[src/ipdc_pkg.sv]
`default_nettype none

package ipdc_pkg;

	// --------------------------------------------------
	// image and window geometry
	// --------------------------------------------------
	localparam int unsigned IMG_DIM          = 8;
	localparam int unsigned WIN_DIM          = 4;
	localparam int unsigned IMG_PIXELS       = IMG_DIM * IMG_DIM;
	localparam int unsigned WIN_PIXELS       = WIN_DIM * WIN_DIM;
	// largest origin row or column that keeps the window inside
	localparam int unsigned MAX_ORIGIN_COORD = IMG_DIM - WIN_DIM;
	// row 2, column 2
	localparam int unsigned ZOOM_ORIGIN      = 2 * IMG_DIM + 2;
	// chroma bias of 128, pre-scaled by 8
	localparam int unsigned CHROMA_OFFSET    = 1024;

	// --------------------------------------------------
	// data types
	// --------------------------------------------------
	typedef logic [7:0] channel_t;

	// rgb view has r in the low byte
	// ycbcr view: b carries cr, g carries cb, r carries y
	typedef struct packed {
		channel_t b;
		channel_t g;
		channel_t r;
	} pixel_t;

	// row-major, row * IMG_DIM + column
	typedef logic [5:0] pix_addr_t;
	typedef logic [3:0] win_idx_t;

	typedef enum logic [2:0] {
		OP_LOAD    = 3'd0,
		OP_RIGHT   = 3'd1,
		OP_DOWN    = 3'd2,
		OP_DEFAULT = 3'd3,
		OP_ZOOM    = 3'd4,
		OP_MEDIAN  = 3'd5,
		OP_YCBCR   = 3'd6,
		OP_RGB     = 3'd7
	} op_mode_e;

endpackage

`default_nettype wire
[src/ipdc_top.sv]
`default_nettype none

module ipdc_top (
	input  logic             i_clk,
	input  logic             i_rst_n,
	input  logic             i_op_valid,
	input  logic [2:0]       i_op_mode,
	input  logic             i_in_valid,
	input  ipdc_pkg::pixel_t i_in_data,
	output logic             o_in_ready,
	output logic             o_out_valid,
	output ipdc_pkg::pixel_t o_out_data
);

	// --------------------------------------------------
	// inter-block wires
	// --------------------------------------------------
	logic                wr_en;
	ipdc_pkg::pix_addr_t wr_addr;
	ipdc_pkg::pixel_t    wr_data;
	logic                origin_update;
	ipdc_pkg::op_mode_e  op;
	ipdc_pkg::win_idx_t  win_idx;
	ipdc_pkg::pix_addr_t rd_addr;
	ipdc_pkg::pixel_t    rd_data;
	logic                disp_valid;
	logic                pulse_valid;
	logic                ycbcr_sel;

	// handshake, load and display sequencing
	op_ctrl u_op_ctrl (
		.i_clk           (i_clk),
		.i_rst_n         (i_rst_n),
		.i_op_valid      (i_op_valid),
		.i_op_mode       (i_op_mode),
		.i_in_valid      (i_in_valid),
		.i_in_data       (i_in_data),
		.o_in_ready      (o_in_ready),
		.o_wr_en         (wr_en),
		.o_wr_addr       (wr_addr),
		.o_wr_data       (wr_data),
		.o_origin_update (origin_update),
		.o_op            (op),
		.o_win_idx       (win_idx),
		.o_disp_valid    (disp_valid),
		.o_pulse_valid   (pulse_valid),
		.o_ycbcr_sel     (ycbcr_sel)
	);

	window_origin u_window_origin (
		.i_clk     (i_clk),
		.i_rst_n   (i_rst_n),
		.i_update  (origin_update),
		.i_op      (op),
		.i_win_idx (win_idx),
		.o_rd_addr (rd_addr)
	);

	image_buffer u_image_buffer (
		.i_clk     (i_clk),
		.i_rst_n   (i_rst_n),
		.i_wr_en   (wr_en),
		.i_wr_addr (wr_addr),
		.i_wr_data (wr_data),
		.i_rd_addr (rd_addr),
		.o_rd_data (rd_data)
	);

	color_output u_color_output (
		.i_clk         (i_clk),
		.i_rst_n       (i_rst_n),
		.i_pixel       (rd_data),
		.i_disp_valid  (disp_valid),
		.i_pulse_valid (pulse_valid),
		.i_ycbcr_sel   (ycbcr_sel),
		.o_out_valid   (o_out_valid),
		.o_out_data    (o_out_data)
	);

endmodule

`default_nettype wire

[src/color_output.sv]
`default_nettype none

module color_output (
	input  logic             i_clk,
	input  logic             i_rst_n,
	input  ipdc_pkg::pixel_t i_pixel,
	input  logic             i_disp_valid,
	input  logic             i_pulse_valid,
	input  logic             i_ycbcr_sel,
	output logic             o_out_valid,
	output ipdc_pkg::pixel_t o_out_data
);

	logic [11:0]      y_sum;
	logic [11:0]      cb_sum;
	logic [11:0]      cr_sum;
	ipdc_pkg::pixel_t ycc;
	ipdc_pkg::pixel_t data_next;

	// divide by 8, round half up on bit 2, clamp at 255
	function automatic ipdc_pkg::channel_t round_sat(input logic [11:0] sum);
		logic [9:0] rnd;
		rnd = {1'b0, sum[11:3]} + {9'd0, sum[2]};
		if (rnd > 10'd255) begin
			return 8'hff;
		end
		return rnd[7:0];
	endfunction

	// --------------------------------------------------
	// rgb to ycbcr, sums scaled by 8
	// --------------------------------------------------
	always_comb begin
		// y = 2r + 5g
		y_sum = {3'b000, i_pixel.r, 1'b0}
			+ {2'b00, i_pixel.g, 2'b00}
			+ {4'b0000, i_pixel.g};

		// cb = 1024 + 4b - r - 2g
		cb_sum = 12'(ipdc_pkg::CHROMA_OFFSET)
			+ {2'b00, i_pixel.b, 2'b00}
			- {4'b0000, i_pixel.r}
			- {3'b000, i_pixel.g, 1'b0};

		// cr = 1024 + 4r - 3g - b
		cr_sum = 12'(ipdc_pkg::CHROMA_OFFSET)
			+ {2'b00, i_pixel.r, 2'b00}
			- {3'b000, i_pixel.g, 1'b0}
			- {4'b0000, i_pixel.g}
			- {4'b0000, i_pixel.b};
	end

	// cr high, cb middle, y low
	always_comb begin
		ycc.b = round_sat(cr_sum);
		ycc.g = round_sat(cb_sum);
		ycc.r = round_sat(y_sum);
	end

	// --------------------------------------------------
	// output register
	// --------------------------------------------------
	always_comb begin
		if (i_disp_valid) begin
			data_next = i_ycbcr_sel ? ycc : i_pixel;
		end else begin
			// status pulses carry zero
			data_next = '0;
		end
	end

	always_ff @(posedge i_clk or negedge i_rst_n) begin
		if (!i_rst_n) begin
			o_out_valid <= 1'b0;
			o_out_data  <= '0;
		end else begin
			o_out_valid <= i_disp_valid || i_pulse_valid;
			o_out_data  <= data_next;
		end
	end

	// a status pulse never lands inside a window stream
	a_pulse_alone: assert property (
		@(posedge i_clk) disable iff (!i_rst_n)
		i_pulse_valid |-> !i_disp_valid
	);

endmodule

`default_nettype wire

[src/op_ctrl.sv]
`default_nettype none

module op_ctrl (
	input  logic                i_clk,
	input  logic                i_rst_n,
	input  logic                i_op_valid,
	input  logic [2:0]          i_op_mode,
	input  logic                i_in_valid,
	input  ipdc_pkg::pixel_t    i_in_data,
	output logic                o_in_ready,
	output logic                o_wr_en,
	output ipdc_pkg::pix_addr_t o_wr_addr,
	output ipdc_pkg::pixel_t    o_wr_data,
	output logic                o_origin_update,
	output ipdc_pkg::op_mode_e  o_op,
	output ipdc_pkg::win_idx_t  o_win_idx,
	output logic                o_disp_valid,
	output logic                o_pulse_valid,
	output logic                o_ycbcr_sel
);

	typedef enum logic [1:0] {
		IDLE,
		LOAD,
		DISPLAY,
		DRAIN
	} state_e;

	state_e              state;
	state_e              state_next;
	ipdc_pkg::op_mode_e  op_mode;
	ipdc_pkg::pix_addr_t load_cnt;
	ipdc_pkg::win_idx_t  win_cnt;
	logic [1:0]          disp_pipe;
	logic                ycbcr_sel;
	logic                op_accept;
	logic                pix_accept;
	logic                load_last;
	logic                win_last;
	logic                mode_op;

	assign op_mode    = ipdc_pkg::op_mode_e'(i_op_mode);
	assign o_in_ready = (state == IDLE) || (state == LOAD);
	assign op_accept  = i_op_valid && o_in_ready && (state == IDLE);
	assign pix_accept = i_in_valid && o_in_ready && (state == LOAD);
	assign load_last  = load_cnt == ipdc_pkg::pix_addr_t'(ipdc_pkg::IMG_PIXELS - 1);
	assign win_last   = win_cnt == ipdc_pkg::win_idx_t'(ipdc_pkg::WIN_PIXELS - 1);
	assign mode_op    = (op_mode == ipdc_pkg::OP_YCBCR) || (op_mode == ipdc_pkg::OP_RGB);

	// --------------------------------------------------
	// next state
	// --------------------------------------------------
	always_comb begin
		state_next = state;
		case (state)
			IDLE: begin
				if (op_accept) begin
					case (op_mode)
						ipdc_pkg::OP_LOAD: state_next = LOAD;
						ipdc_pkg::OP_RIGHT,
						ipdc_pkg::OP_DOWN,
						ipdc_pkg::OP_DEFAULT,
						ipdc_pkg::OP_ZOOM: state_next = DISPLAY;
						// median and colour ops finish here
						default: state_next = IDLE;
					endcase
				end
			end
			LOAD: begin
				if (pix_accept && load_last) begin
					state_next = IDLE;
				end
			end
			DISPLAY: begin
				if (win_last) begin
					state_next = DRAIN;
				end
			end
			// wait for read and output stages to empty
			DRAIN: begin
				if (disp_pipe == 2'b00) begin
					state_next = IDLE;
				end
			end
			default: state_next = IDLE;
		endcase
	end

	// --------------------------------------------------
	// state, counters and mode flag
	// --------------------------------------------------
	always_ff @(posedge i_clk or negedge i_rst_n) begin
		if (!i_rst_n) begin
			state     <= IDLE;
			load_cnt  <= '0;
			win_cnt   <= '0;
			disp_pipe <= 2'b00;
			ycbcr_sel <= 1'b0;
		end else begin
			state <= state_next;
			if (op_accept) begin
				load_cnt <= '0;
			end else if (pix_accept) begin
				load_cnt <= load_cnt + 6'd1;
			end
			if (state == DISPLAY) begin
				win_cnt <= win_cnt + 4'd1;
			end else begin
				win_cnt <= '0;
			end
			// lines up with the buffer read data
			disp_pipe <= {disp_pipe[0], state == DISPLAY};
			if (op_accept && mode_op) begin
				ycbcr_sel <= (op_mode == ipdc_pkg::OP_YCBCR);
			end
		end
	end

	assign o_wr_en         = pix_accept;
	assign o_wr_addr       = load_cnt;
	assign o_wr_data       = i_in_data;
	assign o_origin_update = op_accept;
	assign o_op            = op_mode;
	assign o_win_idx       = win_cnt;
	assign o_disp_valid    = disp_pipe[1];
	// load done or colour mode change
	assign o_pulse_valid   = (pix_accept && load_last) || (op_accept && mode_op);
	assign o_ycbcr_sel     = ycbcr_sel;

	// no input is taken while window pixels are still in flight
	a_busy_in_display: assert property (
		@(posedge i_clk) disable iff (!i_rst_n)
		o_disp_valid |-> !o_in_ready
	);

endmodule

`default_nettype wire

[src/window_origin.sv]
`default_nettype none

module window_origin (
	input  logic                i_clk,
	input  logic                i_rst_n,
	input  logic                i_update,
	input  ipdc_pkg::op_mode_e  i_op,
	input  ipdc_pkg::win_idx_t  i_win_idx,
	output ipdc_pkg::pix_addr_t o_rd_addr
);

	ipdc_pkg::pix_addr_t origin;
	ipdc_pkg::pix_addr_t origin_next;
	ipdc_pkg::pix_addr_t win_offset;
	logic [2:0]          org_row;
	logic [2:0]          org_col;

	assign org_row = 3'(origin / ipdc_pkg::IMG_DIM);
	assign org_col = 3'(origin % ipdc_pkg::IMG_DIM);

	// --------------------------------------------------
	// origin moves
	// --------------------------------------------------
	always_comb begin
		origin_next = origin;
		if (i_update) begin
			case (i_op)
				ipdc_pkg::OP_RIGHT: begin
					if (org_col != 3'(ipdc_pkg::MAX_ORIGIN_COORD)) begin
						origin_next = origin + 6'd1;
					end
				end
				ipdc_pkg::OP_DOWN: begin
					if (org_row != 3'(ipdc_pkg::MAX_ORIGIN_COORD)) begin
						origin_next = origin + ipdc_pkg::pix_addr_t'(ipdc_pkg::IMG_DIM);
					end
				end
				ipdc_pkg::OP_DEFAULT: begin
					origin_next = '0;
				end
				ipdc_pkg::OP_ZOOM: begin
					origin_next = ipdc_pkg::pix_addr_t'(ipdc_pkg::ZOOM_ORIGIN);
				end
				// load, median and colour ops keep the window
				default: begin
					origin_next = origin;
				end
			endcase
		end
	end

	// window row steps a full image row
	assign win_offset = ipdc_pkg::pix_addr_t'(
		(i_win_idx / ipdc_pkg::WIN_DIM) * ipdc_pkg::IMG_DIM
		+ (i_win_idx % ipdc_pkg::WIN_DIM));

	// address stage of the display pipe
	always_ff @(posedge i_clk or negedge i_rst_n) begin
		if (!i_rst_n) begin
			origin    <= '0;
			o_rd_addr <= '0;
		end else begin
			origin    <= origin_next;
			o_rd_addr <= origin + win_offset;
		end
	end

	// a move never pushes the window past the image edge
	a_origin_bound: assert property (
		@(posedge i_clk) disable iff (!i_rst_n)
		i_update |=> (org_row <= 3'(ipdc_pkg::MAX_ORIGIN_COORD))
			&& (org_col <= 3'(ipdc_pkg::MAX_ORIGIN_COORD))
	);

endmodule

`default_nettype wire

[src/image_buffer.sv]
`default_nettype none

module image_buffer (
	input  logic                i_clk,
	input  logic                i_rst_n,
	input  logic                i_wr_en,
	input  ipdc_pkg::pix_addr_t i_wr_addr,
	input  ipdc_pkg::pixel_t    i_wr_data,
	input  ipdc_pkg::pix_addr_t i_rd_addr,
	output ipdc_pkg::pixel_t    o_rd_data
);

	// --------------------------------------------------
	// pixel store
	// --------------------------------------------------
	ipdc_pkg::pixel_t mem [ipdc_pkg::IMG_PIXELS];

	// one write port, read registered every cycle
	always_ff @(posedge i_clk or negedge i_rst_n) begin
		if (!i_rst_n) begin
			for (int i = 0; i < ipdc_pkg::IMG_PIXELS; i++) begin
				mem[i] <= '0;
			end
			o_rd_data <= '0;
		end else begin
			if (i_wr_en) begin
				mem[i_wr_addr] <= i_wr_data;
			end
			// same-address write returns the old pixel
			o_rd_data <= mem[i_rd_addr];
		end
	end

	// --------------------------------------------------
	// checks
	// --------------------------------------------------
	// the 6-bit write address must cover exactly the image
	a_wr_addr_range: assert property (
		@(posedge i_clk) disable iff (!i_rst_n)
		i_wr_en |-> (!$isunknown(i_wr_addr) && (int'(i_wr_addr) < ipdc_pkg::IMG_PIXELS))
	);

	// a written pixel is what a read of that address returns next cycle
	a_wr_then_rd: assert property (
		@(posedge i_clk) disable iff (!i_rst_n)
		(i_wr_en && !$isunknown(i_wr_addr)) ##1 (i_rd_addr == $past(i_wr_addr) && !i_wr_en)
		|=> (o_rd_data == $past(i_wr_data, 2))
	);

endmodule

`default_nettype wire

[config.mk]
export PLATFORM = sky130hd
export DESIGN_NAME = ipdc_top
export DESIGN_NICKNAME = d
export VERILOG_FILES = /design/src/ipdc_pkg.sv /design/src/ipdc_top.sv /design/src/color_output.sv /design/src/op_ctrl.sv /design/src/window_origin.sv /design/src/image_buffer.sv
export SDC_FILE = /design/constraint.sdc
export NUM_CORES = 2
export LEC_CHECK = 0
export BUFFER_PORTS_ARGS = -buffer_cell sky130_fd_sc_hd__buf_4
export CAP_MARGIN = 20
export CORE_MARGIN = 1
export CORE_UTILIZATION = 58
export DETAILED_ROUTE_END_ITERATION = 7
export PLACE_DENSITY_LB_ADDON = 0.15
export SYNTH_ARGS = -nofsm -noshare
export SYNTH_HDL_FRONTEND = slang
export SYNTH_SLANG_ARGS = --single-unit
[constraint.sdc]
create_clock -name i_clk -period 3.6 [get_ports i_clk]
set_clock_uncertainty 0.15 [all_clocks]
set_input_delay 0.18 -clock i_clk [delete_from_list [all_inputs] [get_ports i_clk]]
set_output_delay 0.18 -clock i_clk [all_outputs]
set_load 0.005 [all_outputs]
==> run_results.csv <==
group,metric,value,unit
yosys,yosys_warnings,0,
grt,grt_util_met1,0.417,
yosys,synth_top_area_frac,0.539,
yosys,synthCells,4674,
worst_setup_path,path_class,"reg -> reg",
yosys,synth_common_cells,"1612 x dfrtp_1, 1485 x mux2_2, 504 x mux4_2, 294 x clkbuf_1, 100 x buf_2",
power_and_ir_drop,p_leak,40.5,nW
routing,ant_nets,0,
worst_setup_path,arrival,4.23,ns
finish,nNetsFinal,4818,
place,dp.cells,6160,
grt,grt.overflow.total,0,
timing,slew_violations,0,
job,cap_viol_max_count,0,
timing,tns,-0.489,ns
timing,setup_viol,8,
routing,drtPass1Iterations,5,
yosys,yosysTopAreaCell,"dfrtp_1",
worst_setup_path,cp.required,4.12,ns
clock_tree,worst_skew_pair.late_latency,0.80,ns
worst_setup_path,end_kind,"flop",
yosys,async_flop_share,1.00,
finish,final_cells,6495,
routing,drt_iter0_drc,3046,
power_and_ir_drop,powerDensity,655,nW/um2
die,dieArea,131000,um2
yosys,synth_most_common_cell,"dfrtp_1",
die,die_w,361,um
yosys,synth_seq_cells,1612,
worst_setup_path,cp_max_fo,3,
grt,grt_max_degree,163,
clock_tree,cts_sinks,1612,
routing,wl_per_cell,28.5,um
worst_setup_path,start_kind,"flop",
timing,fmax,269,MHz
clock_tree,cts_buffer_depth,3,
finish,drive_gt1_frac,0.537,
die,start_util,0.586,
timing,finalWorstSetupSlack,-0.116,ns
grt,met2_usage,0.468,
outcome,status,"finished, violations left",
die,rows,131,
place,dp_hpwl,110000,um
die,ios,57,
timing,rsz0062_at_grt,"yes",
die,die_h,361,um
min_path,min_path_type,"reg -> reg",
grt,grt_use_met3,0.0462,
yosys,synth_area_leaders,"dfrtp_1 54%, mux2_2 22%, mux4_2 15%",
timing,final-hold-violation-count,0,
yosys,syn_area_per_cell,16.0,um2
yosys,synth-edff-count,0,
finish,syn2layout_area_growth,12.1,%
grt,gr-usage-all-layers,0.293,
routing,drc_errors,0,
yosys,syn_area,74900,um2
routing,postRouteWirelength,185000,um
outcome,violations,"negative setup slack",
grt,busiest_layer,"met2",
timing,timing.slew.headroom,0.357,
place,numPortBuffers,56,
clock_tree,cts.root.buffer_cell,"clkbuf_16",
clock_tree,cts_tree,"yes",
yosys,ys_seq_area_frac,0.539,
clock_tree,htree_levels,4,
place,gp_congestion,0.838,
timing,post-route-period-util,1.03,
yosys,synth.distinct_cells,73,
power_and_ir_drop,ir_drop,1.04,mV
timing,finalCriticalPeriod,3.72,ns
routing,vias,41633,
clock_tree,numCtsBuffers,169,
grt,grt_pass1_vias,43761,
timing,tightestPinTransition,0.962,ns
clock_tree,cts.clk_slew.worst_paths,0.06,ns
die,core,128000,um2
yosys,synth_ff_type,"dfrtp_1",
grt,grt_antenna_before_repair,13,
yosys,synth_nets,4784,
routing,vias_per_cell,6.41,
grt,grt_pass1_wl,284000,um
-- worst paths after layout --
check / start / endpoint / slack, ns / cells past startpoint
min in group asynchronous: i_rst_n / u_image_buffer.mem[1218]$_DFFE_PN0P_ / 0.52 / 4
setup reg to reg: u_image_buffer.o_rd_data[10]$_DFF_PN0_ / u_color_output.o_out_data[22]$_DFF_PN0_ / -0.12 / 12
max in group asynchronous: i_rst_n / u_image_buffer.mem[514]$_DFFE_PN0P_ / 1.84 / 5
setup / recovery: u_image_buffer.o_rd_data[10]$_DFF_PN0_ / u_color_output.o_out_data[22]$_DFF_PN0_ / -0.12 / 12
hold reg to reg: u_op_ctrl.disp_pipe[0]$_DFF_PN0_ / u_op_ctrl.disp_pipe[1]$_DFF_PN0_ / 0.23 / 0
hold / removal: u_op_ctrl.disp_pipe[0]$_DFF_PN0_ / u_op_ctrl.disp_pipe[1]$_DFF_PN0_ / 0.23 / 0
-- power breakdown --
| group | total, W | internal (W) | switching (W) |
|---|---|---|---|
| Clock | 0.0170 | 0.00988 | 0.00709 |
| Combinational | 0.0184 | 0.00846 | 0.00994 |
| Sequential | 0.0197 | 0.0189 | 0.000721 |
| Total | 0.0550 | 0.0373 | 0.0178 |
-- stage by stage --
stage	hold slack (ns)	setup WS [ns]	power, W	cell area (um2)	utilization
after floorplan	-0.266	-0.209	0.0319	74900	-
after global placement	-0.0666	-0.225	0.0376	78000	0.610
after detailed placement	-0.0702	-0.344	0.0379	78000	0.610
after CTS	0.198	-0.123	0.0550	83800	0.655
after global routing	0.253	-0.255	0.0576	84000	0.657
final	0.226	-0.116	0.0550	84000	0.657
-- cell families (layout without fill, tap and decap cells) --
family          after synthesis  in the layout  share of synthesized area
simple gates                241            241                     0.0165
xor+xnor                     41             41                    0.00480
fa+ha+maj                    79             79                     0.0156
mux                        2043           2043                      0.383
buf+inv                     514            670                     0.0278
other cells                   0              3                          0
compound gates              144            144                     0.0137
flops                      1612           1612                      0.539
-- layout by cell type, fill, tap and decap left out, drive strengths merged, types with 5 or more instances in the layout --
cell	netlist	routed
nand2	62	62
clkbuf	297	266
and3	7	7
nor3	12	12
buf	145	269
xnor2	27	27
nand3	16	16
o21ai	35	35
nor2	81	81
o31ai	5	5
nor3b	8	8
bufinv	0	5
o21a	11	11
a211oi	8	8
nand2b	7	7
nand3b	5	5
clkinv	0	19
a21o	7	7
dlygate4sd3	0	36
nand4	5	5
mux2	1536	1536
nor2b	10	10
a21oi	25	25
a311oi	5	5
xor2	14	14
fa	24	24
dfrtp	1612	1612
a31oi	14	14
ha	55	55
o221a	6	6
mux4	504	504
inv	72	75
-- final cells by class --
| cell class | count | area, um2 |
|---|---|---|
| fill | 8987 | 43900 |
| clock buffer | 266 | 5020 |
| multi-input combinational | 2548 | 32900 |
| tap | 1662 | 2080 |
| sequential | 1612 | 40400 |
| clock inverter | 27 | 332 |
| inverter | 72 | 273 |
| antenna | 3 | 7.51 |
| timing repair buffer | 305 | 3000 |
-- metal layers --
| layer | up-vias | part of all wire |
|---|---|---|
| met5 | - | 0.000070 |
| met4 | 2 | 0.029 |
| met3 | 276 | 0.048 |
| met2 | 916 | 0.49 |
| met1 | 22987 | 0.44 |
| li1 | 17452 | - |
-- registers in the layout, indices dropped and copies added (netlist names), 2 cells and up --
name,flops
u_image_buffer.mem,1536
u_color_output.o_out_data,24
u_image_buffer.o_rd_data,24
u_op_ctrl.o_wr_addr,6
u_window_origin.o_rd_addr,6
u_window_origin.origin,6
u_op_ctrl.o_win_idx,4
u_op_ctrl.disp_pipe,2
u_op_ctrl.state,2
-- what timing repair did --
item / CTS / global route
pin swaps: 10 / 8
endpoints found under the setup margin: 9 / 24
hold buffers: 37 / 0
gates resized for setup: 5 / 40
hold endpoints to repair: 3124 / 0
cloned: 0 / 0
buffers inserted: 0 / 2
-- worst max-delay path, stage by stage, from the launching register on --
cell,delay (ns)
dfrtp_1,0.38
inv_2,0.10
fa_1,0.43
fa_1,0.48
ha_1,0.29
or4b_4,0.48
a21oi_4,0.17
nor4_2,0.08
o32a_4,0.33
nor4_4,0.27
nand3_1,0.15
mux2i_1,0.19
a21oi_1,0.09
(Power assumes the default switching activity.)
